$ cat src/mips_settings.svh
`ifndef MIPS_SETTINGS_SVH
`define MIPS_SETTINGS_SVH

// word width of datapath, registers and memory port
`define DATA_WIDTH 32

// architectural registers, r0 included
`define REG_COUNT 32

// depth of the unified instruction and data memory, in words
`define MEM_WORDS 256

// address of the first fetch after reset
`define RESET_VECTOR 0

`endif

$ cat src/isaPkg.sv
`default_nettype none

package isaPkg;

	//////////////////////////////
	// opcode and funct encodings
	//////////////////////////////

	// primary opcodes, bits 31:26
	typedef enum logic [5:0] {
		opRType = 6'h00,
		opBeq   = 6'h04,
		opAddi  = 6'h08,
		opLw    = 6'h23,
		opSw    = 6'h2b
	} opcodeT;

	// funct field of r-type, bits 5:0
	typedef enum logic [5:0] {
		fnAdd = 6'h20,
		fnSub = 6'h22,
		fnAnd = 6'h24,
		fnOr  = 6'h25,
		fnSlt = 6'h2a
	} functT;

	// instruction word split into its fields
	// immediate shares the low 16 bits (rd, shamt, funct)
	typedef struct packed {
		opcodeT     opcode;
		logic [4:0] rs;
		logic [4:0] rt;
		logic [4:0] rd;
		logic [4:0] shamt;
		functT      funct;
	} instrFieldsT;

	// alu operation select
	typedef enum logic [2:0] {
		aluAnd = 3'b000,
		aluOr  = 3'b001,
		aluAdd = 3'b010,
		aluSub = 3'b110,
		aluSlt = 3'b111
	} aluOpT;

endpackage

`default_nettype wire

$ cat src/ctrlPkg.sv
`default_nettype none

package ctrlPkg;

	// fsm states of the multicycle controller
	typedef enum logic [3:0] {
		fetch         = 4'd0,
		decode        = 4'd1,
		memAddr       = 4'd2,
		memRead       = 4'd3,
		memWriteback  = 4'd4,
		memStore      = 4'd5,
		execute       = 4'd6,
		aluWriteback  = 4'd7,
		branch        = 4'd8,
		addiExecute   = 4'd9,
		addiWriteback = 4'd10
	} stateT;

	// what the alu decoder should do with funct
	typedef enum logic [1:0] {
		clsAdd   = 2'b00,
		clsSub   = 2'b01,
		clsFunct = 2'b10
	} aluClassT;

	// alu operand b select
	localparam logic [1:0] srcBReg      = 2'd0;
	localparam logic [1:0] srcBFour     = 2'd1;
	localparam logic [1:0] srcBImm      = 2'd2;
	localparam logic [1:0] srcBImmShift = 2'd3;

	// all datapath controls of one state
	typedef struct packed {
		logic          iorD;
		logic          aluSrcA;
		logic [1:0]    aluSrcB;
		logic          memToReg;
		logic          regDst;
		logic          irWrite;
		logic          memWrite;
		logic          pcWrite;
		logic          branch;
		logic          regWrite;
		isaPkg::aluOpT aluOp;
	} ctrlWordT;

endpackage

`default_nettype wire

$ cat src/aluDecoder.sv
`default_nettype none

module aluDecoder (
	input  ctrlPkg::aluClassT aluClass,
	input  isaPkg::functT     funct,
	output isaPkg::aluOpT     aluOp
);

	always_comb begin
		case (aluClass)
			// address and pc arithmetic
			ctrlPkg::clsAdd: aluOp = isaPkg::aluAdd;
			// beq compares by subtraction
			ctrlPkg::clsSub: aluOp = isaPkg::aluSub;
			ctrlPkg::clsFunct: begin
				// r-type, look at funct
				case (funct)
					isaPkg::fnAdd: aluOp = isaPkg::aluAdd;
					isaPkg::fnSub: aluOp = isaPkg::aluSub;
					isaPkg::fnAnd: aluOp = isaPkg::aluAnd;
					isaPkg::fnOr:  aluOp = isaPkg::aluOr;
					isaPkg::fnSlt: aluOp = isaPkg::aluSlt;
					// unsupported funct falls back to add
					default:       aluOp = isaPkg::aluAdd;
				endcase
			end
			default: aluOp = isaPkg::aluAdd;
		endcase
	end

endmodule

`default_nettype wire

$ cat src/mipsController.sv
`default_nettype none

module mipsController (
	input  logic                clk,
	input  logic                rst,
	input  isaPkg::instrFieldsT instr,
	output ctrlPkg::ctrlWordT   ctrl,
	output logic                instrStart
);

	ctrlPkg::stateT   state;
	ctrlPkg::stateT   nextState;
	ctrlPkg::aluClassT aluClass;
	isaPkg::aluOpT    decodedOp;

	aluDecoder aluDecoder_i (
		.aluClass(aluClass),
		.funct(instr.funct),
		.aluOp(decodedOp)
	);

	//////////////////////////////
	// state register
	//////////////////////////////

	always_ff @(posedge clk) begin
		if (rst) begin
			state <= ctrlPkg::fetch;
		end else begin
			state <= nextState;
		end
	end

	// every instruction starts with a fetch
	assign instrStart = (state == ctrlPkg::fetch);

	//////////////////////////////
	// next state
	//////////////////////////////

	always_comb begin
		nextState = ctrlPkg::fetch;
		case (state)
			ctrlPkg::fetch: nextState = ctrlPkg::decode;
			ctrlPkg::decode: begin
				// dispatch on opcode, unknown ones go back to fetch
				case (instr.opcode)
					isaPkg::opLw:    nextState = ctrlPkg::memAddr;
					isaPkg::opSw:    nextState = ctrlPkg::memAddr;
					isaPkg::opRType: nextState = ctrlPkg::execute;
					isaPkg::opBeq:   nextState = ctrlPkg::branch;
					isaPkg::opAddi:  nextState = ctrlPkg::addiExecute;
					default:         nextState = ctrlPkg::fetch;
				endcase
			end
			ctrlPkg::memAddr: begin
				// lw reads, sw stores
				if (instr.opcode == isaPkg::opLw) begin
					nextState = ctrlPkg::memRead;
				end else begin
					nextState = ctrlPkg::memStore;
				end
			end
			ctrlPkg::memRead:     nextState = ctrlPkg::memWriteback;
			ctrlPkg::execute:     nextState = ctrlPkg::aluWriteback;
			ctrlPkg::addiExecute: nextState = ctrlPkg::addiWriteback;
			// writeback, store and branch states all end the instruction
			default:              nextState = ctrlPkg::fetch;
		endcase
	end

	//////////////////////////////
	// moore outputs
	//////////////////////////////

	// alu class per state
	always_comb begin
		case (state)
			ctrlPkg::execute: aluClass = ctrlPkg::clsFunct;
			ctrlPkg::branch:  aluClass = ctrlPkg::clsSub;
			default:          aluClass = ctrlPkg::clsAdd;
		endcase
	end

	always_comb begin
		// idle word, no enables
		ctrl = '0;
		case (state)
			ctrlPkg::fetch: begin
				// ir <= mem[pc], pc <= pc + 4
				ctrl.aluSrcB = ctrlPkg::srcBFour;
				ctrl.irWrite = 1'b1;
				ctrl.pcWrite = 1'b1;
			end
			// branch target into aluOut while registers are read
			ctrlPkg::decode: ctrl.aluSrcB = ctrlPkg::srcBImmShift;
			ctrlPkg::memAddr, ctrlPkg::addiExecute: begin
				ctrl.aluSrcA = 1'b1;
				ctrl.aluSrcB = ctrlPkg::srcBImm;
			end
			ctrlPkg::memRead: ctrl.iorD = 1'b1;
			ctrlPkg::memWriteback: begin
				ctrl.memToReg = 1'b1;
				ctrl.regWrite = 1'b1;
			end
			ctrlPkg::memStore: begin
				ctrl.iorD     = 1'b1;
				ctrl.memWrite = 1'b1;
			end
			ctrlPkg::execute: ctrl.aluSrcA = 1'b1;
			ctrlPkg::aluWriteback: begin
				ctrl.regDst   = 1'b1;
				ctrl.regWrite = 1'b1;
			end
			ctrlPkg::branch: begin
				// a - b, pc taken from aluOut on zero
				ctrl.aluSrcA = 1'b1;
				ctrl.branch  = 1'b1;
			end
			// rt gets the alu result
			ctrlPkg::addiWriteback: ctrl.regWrite = 1'b1;
			default: ctrl = '0;
		endcase
		ctrl.aluOp = decodedOp;
	end

endmodule

`default_nettype wire

$ cat src/regFile.sv
`default_nettype none
`include "mips_settings.svh"

module regFile (
	input  logic                   clk,
	input  logic [4:0]             readAddrA,
	input  logic [4:0]             readAddrB,
	output logic [`DATA_WIDTH-1:0] readDataA,
	output logic [`DATA_WIDTH-1:0] readDataB,
	input  logic                   writeEnable,
	input  logic [4:0]             writeAddr,
	input  logic [`DATA_WIDTH-1:0] writeData
);

	logic [`DATA_WIDTH-1:0] regs [0:`REG_COUNT-1];

	// single write port, r0 never written
	always_ff @(posedge clk) begin
		if (writeEnable && (writeAddr != 5'd0)) begin
			regs[writeAddr] <= writeData;
		end
	end

	// combinational reads
	// r0 is hard zero
	assign readDataA = (readAddrA == 5'd0) ? '0 : regs[readAddrA];
	assign readDataB = (readAddrB == 5'd0) ? '0 : regs[readAddrB];

endmodule

`default_nettype wire

$ cat src/mipsDatapath.sv
`default_nettype none
`include "mips_settings.svh"

module mipsDatapath (
	input  logic                   clk,
	input  logic                   rst,
	input  ctrlPkg::ctrlWordT      ctrl,
	output isaPkg::instrFieldsT    instr,
	output logic [`DATA_WIDTH-1:0] memAddr,
	output logic [`DATA_WIDTH-1:0] memWriteData,
	input  logic [`DATA_WIDTH-1:0] memReadData,
	output logic [4:0]             regReadAddrA,
	output logic [4:0]             regReadAddrB,
	output logic [4:0]             regWriteAddr,
	input  logic [`DATA_WIDTH-1:0] regReadDataA,
	input  logic [`DATA_WIDTH-1:0] regReadDataB,
	output logic [`DATA_WIDTH-1:0] regWriteData
);

	logic [`DATA_WIDTH-1:0] pc;
	isaPkg::instrFieldsT    instrReg;
	logic [`DATA_WIDTH-1:0] dataReg;
	logic [`DATA_WIDTH-1:0] aReg;
	logic [`DATA_WIDTH-1:0] bReg;
	logic [`DATA_WIDTH-1:0] aluOut;

	logic [`DATA_WIDTH-1:0] immExt;
	logic [`DATA_WIDTH-1:0] srcA;
	logic [`DATA_WIDTH-1:0] srcB;
	logic [`DATA_WIDTH-1:0] aluResult;
	logic                   zero;
	logic [`DATA_WIDTH-1:0] pcNext;
	logic                   pcEnable;

	//////////////////////////////
	// state registers
	//////////////////////////////

	always_ff @(posedge clk) begin
		if (rst) begin
			pc       <= `RESET_VECTOR;
			instrReg <= '0;
			dataReg  <= '0;
			aReg     <= '0;
			bReg     <= '0;
			aluOut   <= '0;
		end else begin
			if (pcEnable) begin
				pc <= pcNext;
			end
			// ir only loads in fetch
			if (ctrl.irWrite) begin
				instrReg <= memReadData;
			end
			// scratch registers load every cycle
			dataReg <= memReadData;
			aReg    <= regReadDataA;
			bReg    <= regReadDataB;
			aluOut  <= aluResult;
		end
	end

	// sign-extended 16-bit immediate
	assign immExt = {{(`DATA_WIDTH-16){instrReg[15]}}, instrReg[15:0]};

	//////////////////////////////
	// alu and operand muxes
	//////////////////////////////

	assign srcA = ctrl.aluSrcA ? aReg : pc;

	always_comb begin
		case (ctrl.aluSrcB)
			ctrlPkg::srcBReg:  srcB = bReg;
			ctrlPkg::srcBFour: srcB = `DATA_WIDTH'(4);
			ctrlPkg::srcBImm:  srcB = immExt;
			// word offset for branches
			default:           srcB = immExt << 2;
		endcase
	end

	always_comb begin
		case (ctrl.aluOp)
			isaPkg::aluSub: aluResult = srcA - srcB;
			isaPkg::aluAnd: aluResult = srcA & srcB;
			isaPkg::aluOr:  aluResult = srcA | srcB;
			// signed less-than, result in bit 0
			isaPkg::aluSlt: aluResult = {{(`DATA_WIDTH-1){1'b0}}, $signed(srcA) < $signed(srcB)};
			default:        aluResult = srcA + srcB;
		endcase
	end

	assign zero = (aluResult == '0);

	// pc update
	// branch target was left in aluOut by decode
	assign pcNext   = ctrl.branch ? aluOut : aluResult;
	assign pcEnable = ctrl.pcWrite | (ctrl.branch & zero);

	//////////////////////////////
	// memory and register file
	//////////////////////////////

	assign memAddr      = ctrl.iorD ? aluOut : pc;
	assign memWriteData = bReg;
	assign instr        = instrReg;

	assign regReadAddrA = instrReg.rs;
	assign regReadAddrB = instrReg.rt;
	// rd for r-type, rt for lw and addi
	assign regWriteAddr = ctrl.regDst ? instrReg.rd : instrReg.rt;
	assign regWriteData = ctrl.memToReg ? dataReg : aluOut;

endmodule

`default_nettype wire

$ cat src/mipsTop.sv
`default_nettype none
`include "mips_settings.svh"

module mipsTop (
	input  logic                   clk,
	input  logic                   rst,
	output logic [`DATA_WIDTH-1:0] memAddr,
	output logic [`DATA_WIDTH-1:0] memWriteData,
	output logic                   memWrite,
	input  logic [`DATA_WIDTH-1:0] memReadData,
	output logic                   instrStart
);

	ctrlPkg::ctrlWordT      ctrl;
	isaPkg::instrFieldsT    instr;
	logic [4:0]             regReadAddrA;
	logic [4:0]             regReadAddrB;
	logic [4:0]             regWriteAddr;
	logic [`DATA_WIDTH-1:0] regReadDataA;
	logic [`DATA_WIDTH-1:0] regReadDataB;
	logic [`DATA_WIDTH-1:0] regWriteData;

	// fsm, moore controls
	mipsController controller_i (
		.clk(clk),
		.rst(rst),
		.instr(instr),
		.ctrl(ctrl),
		.instrStart(instrStart)
	);

	mipsDatapath datapath_i (
		.clk(clk),
		.rst(rst),
		.ctrl(ctrl),
		.instr(instr),
		.memAddr(memAddr),
		.memWriteData(memWriteData),
		.memReadData(memReadData),
		.regReadAddrA(regReadAddrA),
		.regReadAddrB(regReadAddrB),
		.regWriteAddr(regWriteAddr),
		.regReadDataA(regReadDataA),
		.regReadDataB(regReadDataB),
		.regWriteData(regWriteData)
	);

	// write enable straight from the control word
	regFile regFile_i (
		.clk(clk),
		.readAddrA(regReadAddrA),
		.readAddrB(regReadAddrB),
		.readDataA(regReadDataA),
		.readDataB(regReadDataB),
		.writeEnable(ctrl.regWrite),
		.writeAddr(regWriteAddr),
		.writeData(regWriteData)
	);

	// memory write strobe of the store state
	assign memWrite = ctrl.memWrite;

endmodule

`default_nettype wire

$ cat config.mk
export PLATFORM = sky130hd
export DESIGN_NAME = mipsTop
export DESIGN_NICKNAME = d
export VERILOG_FILES = /design/src/isaPkg.sv /design/src/ctrlPkg.sv /design/src/aluDecoder.sv /design/src/mipsController.sv /design/src/regFile.sv /design/src/mipsDatapath.sv /design/src/mipsTop.sv
export VERILOG_INCLUDE_DIRS = /design/src
export SDC_FILE = /design/constraint.sdc
export NUM_CORES = 2
export LEC_CHECK = 0
export BUFFER_PORTS_ARGS = -buffer_cell sky130_fd_sc_hd__buf_4
export CAP_MARGIN = 20
export CORE_MARGIN = 10
export CORE_UTILIZATION = 45
export DETAILED_ROUTE_END_ITERATION = 10
export PLACE_DENSITY_LB_ADDON = 0.2
export SYNTH_ARGS = -nofsm -noshare
export SYNTH_HDL_FRONTEND = slang
export SYNTH_SLANG_ARGS = --single-unit
$ cat constraint.sdc
create_clock -name clk -period 6.7 [get_ports clk]
set_input_delay 1.005 -clock clk [delete_from_list [all_inputs] [get_ports clk]]
set_output_delay 1.005 -clock clk [all_outputs]
set_load 0.01 [all_outputs]
# Yosys cells after proc, flatten, opt, wreduce, memory -nomap -nowiden
# Memory sizes are Yosys's and may differ from the RTL's. A register that Yosys moved wholly into a read port is not among the register bits.
# Index checks and enable logic that the tools add are counted.
# word_totals
regBits	132
mem_bits_rw	1024
input_bits	34
out_inout_bits	66
wordCells	83
mem_count	1
# op_classes
addsub	2
magnitude_cmp	1
n_eq_ne	25
mux	24
bitwise_logic	4
n_reduce_logical	16
# mem_list
name	depth	width	read_ports	rd_ports_with_merged_regs	wr	line	text
regFile_i.regs	32	32	2	2	1	regFile.sv:15	logic [`DATA_WIDTH-1:0] regs [0:`REG_COUNT-1];
# op_table
operator	n
two-way mux 32 bit	4
one-hot mux 32 bit (4 select lines)	1
one-hot mux 32 bit (3 select lines)	1
== test 6 bit (second input constant)	6
adder 32 bit	1
AND 32 bit	1
zero test 32 bit	1
less-than comparator 32 bit	1
bitwise OR 32 bit	1
subtractor 32 bit	1
one-hot mux 4 bit (6 select lines)	1
== test 4 x 3 -> 1 bit (second input constant)	4
one-hot mux 4 bit (4 select lines)	1
== test 4 bit (second input constant)	3
one-hot mux 3 bit (4 select lines)	1
zero test 5 bit	2
two-way mux 1 bit	10
OR reduction 2 bit	5
== test 4 x 2 -> 1 bit (second input constant)	2
== test 3 bit (second input constant)	2
== test 6 x 3 -> 1 bit (second input constant)	1
== test 6 x 4 -> 1 bit (second input constant)	1
zero test 6 bit	1
one-hot mux 2 bit (3 select lines)	1
17 further kinds	19

# Depth between registers and ports, before layout
# depth
ltp_word	10
mapped_depth	24
depth_no_buf	19

# Cells and area by module
# Synthesis repeated with hierarchy kept, for this count alone.
# hier_totals
cells_unflattened	4292
area_unflattened_um2	62092.1
# modules_own_cells
module	instances	cells_per_inst	area_per_inst_um2	seq_area_each_um2
regFile	1	2564	47929.7	30749.5
mipsDatapath	1	1654	13640.6	3843.7
mipsController	1	59	402.9	80.1
aluDecoder	1	15	118.9	0.0

# Worst setup path before layout
# OpenSTA, ideal clock, no wires.
# synth_path
path_kind	register to register
from	register controller_i.state[3]
to	register datapath_i.pc[10]
setup_time_ps	79
t_arrival_ps	5163
required_time_ps	6621
setup_slack_ps	1458
path_stages_with_launch	25
n_path_buf	5
period_less_slack_ps	5242
path_cell_list	dfxtp_1 -> clkbuf_1 -> inv_1 -> nand2b_1 -> o21a_1 -> buf_1 -> mux2_2 -> inv_1 -> ha_1 -> inv_1 -> fa_1 -> nor2b_1 -> o311ai_1 -> a31oi_1 -> a211oi_2 -> o21a_1 -> o41ai_1 -> a2111oi_0 -> o21bai_1 -> and4_1 -> clkbuf_1 -> and3_1 -> buf_4 -> buf_6 -> o211ai_1
# synth_via
elab_chain_len	10
elab_cells_between_ends	35
cone_classes	add/sub (2); order compare (1); eq/ne (12); mux (10); bitwise (4); reduce/logical (6)
# synth_rtl
element	line	text
start: declaration	mipsController.sv:11	ctrlPkg::stateT state;
start signal: assignment	mipsController.sv:28	state <= ctrlPkg::fetch;
start signal: assignment	mipsController.sv:30	state <= nextState;
== test 4 x 2 -> 1 bit or == test 4 bit (tied branches)	mipsController.sv:88	case (state)
OR reduction 2 bit	mipsController.sv:88	
one-hot mux 2 bit (3 select lines)	mipsController.sv:88	
== test 2 bit, or another cell as far along	mipsDatapath.sv:73	case (ctrl.aluSrcB)
one-hot mux 32 bit (3 select lines)	mipsDatapath.sv:73	
adder 32 bit, or another cell as far along	mipsDatapath.sv:89	default: aluResult = srcA + srcB;
one-hot mux 32 bit (4 select lines)	mipsDatapath.sv:83	case (ctrl.aluOp)
zero test 32 bit	mipsDatapath.sv:93	assign zero = (aluResult == '0);
AND 1 bit	mipsDatapath.sv:98	assign pcEnable = ctrl.pcWrite | (ctrl.branch & zero);
bitwise OR 1 bit	mipsDatapath.sv:98	
end signal: assignment	mipsDatapath.sv:41	pc <= `RESET_VECTOR;
end signal: assignment	mipsDatapath.sv:49	pc <= pcNext;
end: declaration	mipsDatapath.sv:20	logic [`DATA_WIDTH-1:0] pc;
# Several ways; a longest one is shown, not always the timed one.
# A chain may end at the register's enable or synchronous reset.

# Worst setup path in the final report
# layout_path
from	register controller_i.state[0]
to	register datapath_i.pc[4]
# The elaborated chain is that of the path after synthesis.

==> out/results.tsv <==
metric	value	unit
status	completed	
port_buffers	99	
dp_hpwl	133000	µm
yosysTopAreaCellShare	0.498	
rr_worst_depth	19	
vdd_drop_max	0.000376	V
diodes	0	
cp-end-kind	flop	
p_sw	13600	µW
numCtsBuffers	133	
maxCapViolCount	0	
critPathBufInv	3	
ys.flop_type	edfxtp_1	
drc_errors	0	
hold_path_depth	2	
reg2reg_from	controller_i.state[0]$_SDFF_PP0_	
worst_pin_slew	1.20	ns
avgRoutedWirePerCell	32.6	µm
first_iter_violations	5603	
maxSlewViolCount	0	
layout_common_cells	edfxtp_1 (1024), a21oi_1 (465), mux2i_1 (392)	
min_period_over_period	0.906	
firstDrtPassIters	8	
grt_max_degree	106	
p_per_area	464	nW/µm²
hp-start	memReadData[3]	
cts_setup_buffers	0	
routed_wl	216000	µm
timing.reg2reg.setup_slack	0.63	ns
cp.arrival	6.71	ns
root_buffer	clkbuf_16	
cts.sinks	1220	
ys_async_sr_fraction	0	
slowest_delay	0.61	ns
cp_max_fo	32	
track_usage	0.276	
critPathMostFrequentCell	o211ai_1	
drive_gt1_frac	0.200	
hold_buffers	0	
routed_via_density	6.71	
cts_resized	0	
gr-total-overflow	0	
place_congestion	0.959	
rows	135	
switching_share	0.425	
p_clk_frac	0.228	
min_to	datapath_i.dataReg[3]$_SDFF_PP0_	
syn_area_per_cell	13.0	µm²
final_hold_viol_count	0	
synth_cell_types	90	
hp-class	in2reg	
start_util	0.455	
fin_tns_setup	0	ns
synth_edf_count	1024	
cts_tree	built	
final_area	69200	µm²
r2r-end	datapath_i.pc[4]$_SDFFE_PP0P_	
num-nets-final	4893	
htreeDepth	4	
total_power	32100	µW
setup_viol_count_final	0	
area.growth.synth_to_final	11.9	%
antenna_found_initial	4	
slew_headroom	0.199	
clock_latency	0.79	ns
crit_family	compound AO/OA/AOI/OAI gates	
syn_area	61800	µm²
p_comb_frac	0.449	
min_period	6.07	ns
rsz0062_at_grt	no	
pin_count	100	
fmax	165	MHz
yosys-top-cells-area	edfxtp_1 (50%), mux4_2 (9.3%), dfxtp_1 (6.3%)	
place_area	64900	µm²
crit_type	reg2reg	
die_h	391	µm
vias	44500	
cts.clk_slew.worst_paths	0.06	ns
dieWidth	391	µm
worstPathRequired	7.34	ns
seq_power_share	0.323	
dieArea	153000	µm²
final_common_cell	edfxtp_1	
cp_slowest_cell	dfxtp_1	
ant_nets	0	
path_cells	nand2b_1 > nand2b_1 > a21oi_1 > buf_4 > a222oi_1 > inv_1 > ha_1 > o211ai_1 > o211ai_1 > a31oi_1 > o21ai_0 > nand2_1 > o311ai_0 > o2111ai_1 > nand2_1 > and4_1 > and3_1 > buf_4 > o211ai_1	
skew	0.0350	ns
grt_pass1_wl	310000	µm
ys_seq_area_frac	0.561	
clock_path_buffers	3	
ys_ff_latch	1220	
p_leak	0.0224	µW
core	136000	µm²
synth_top_area_cell	edfxtp_1	
p_int	18500	µW
critPathLaunchType	flop	
syn_inst	4746	
grt_pass1_vias	43700	
yosys_warnings	0	
registers in the layout, indices dropped and copies added, names as in the netlist:
register,flops
datapath_i.dataReg,32
datapath_i.aluOut,32
datapath_i.instr,22
datapath_i.pc,32
datapath_i.memWriteData,32
controller_i.state,4
datapath_i.regReadAddrB,5
regFile_i.regs,1024
datapath_i.aReg,32
datapath_i.regReadAddrA,5
power groups by stage:
| stage | sequential (µW) | clock, µW | combinational (µW) |
|---|---|---|---|
| floorplan | 9810 | 0 | 9510 |
| global placement | 10500 | 0 | 14000 |
| detailed placement | 10500 | 0 | 14100 |
| CTS | 10300 | 7380 | 14100 |
| global route | 10400 | 7690 | 15300 |
| finish | 10400 | 7310 | 14400 |
synth_stat cells, drive strengths merged, types with 8 or more instances:
library cell / count
a221o: 12
o22ai: 133
mux4: 256
nor3b: 10
a21oi: 465
a222oi: 12
a2111oi: 16
clkbuf: 273
edfxtp: 1024
o21ai: 199
nor3: 89
o311ai: 9
mux2: 228
nand2b: 19
or2: 8
o211ai: 49
and2: 9
a31oi: 12
and3: 16
ha: 98
mux2i: 392
nor2: 310
nand4: 49
o221ai: 138
a22oi: 13
a211oi: 31
nor2b: 47
nor4: 14
nand3: 59
nand2: 187
o31ai: 12
buf: 98
a21o: 9
dfxtp: 196
o21a: 15
a41oi: 21
inv: 104
area by class of cell:
cell class | instances | area [µm²]
clock inverter | 57 | 649
tap | 1781 | 2230
multi-input combinational | 3081 | 25700
fill | 11500 | 66800
inverter | 105 | 394
sequential | 1220 | 34700
clock buffer | 181 | 3640
timing repair buffer | 218 | 1810
routing by layer:
metal,global-route usage,share of wire
met1,0.374,0.40
met2,0.437,0.46
met5,0,0.000060
met3,0.0525,0.095
met4,0.110,0.042
cells by family after synthesis:
group	synth area share
adders and majority gates	0.0205
buffers and inverters	0.0298
xor gates and xnor gates	0.000850
other	0.0000607
and+or+nand+nor	0.0630
AOI/OAI and AO/OA	0.126
DFF	0.561
muxes	0.198
worst max path at each step:
| stage | startpoint | to | cells after the start |
|---|---|---|---|
| final | controller_i.state[0]$_SDFF_PP0_ | datapath_i.pc[4]$_SDFFE_PP0P_ | 19 |
| after global routing | controller_i.state[0]$_SDFF_PP0_ | datapath_i.pc[5]$_SDFFE_PP0P_ | 20 |
| after CTS | controller_i.state[0]$_SDFF_PP0_ | datapath_i.pc[8]$_SDFFE_PP0P_ | 20 |
| after detailed placement | controller_i.state[0]$_SDFF_PP0_ | datapath_i.pc[8]$_SDFFE_PP0P_ | 19 |
| after global placement | controller_i.state[0]$_SDFF_PP0_ | datapath_i.pc[5]$_SDFFE_PP0P_ | 21 |
| after floorplan | controller_i.state[3]$_SDFF_PP0_ | datapath_i.pc[10]$_SDFFE_PP0P_ | 24 |
per-stage QoR:
stage | hold WS, ns | worst slack [ns] | utilization | instances
after floorplan | 0.448 | 1.46 | - | 4777
after global placement | 0.461 | 0.910 | 0.477 | 6401
after detailed placement | 0.465 | 0.832 | 0.477 | 6404
after CTS | 0.408 | 0.793 | 0.509 | 6642
after global routing | 0.439 | 0.203 | 0.509 | 6643
final | 0.454 | 0.630 | 0.509 | 6643
Note: power is estimated with default switching activity, not from simulation.
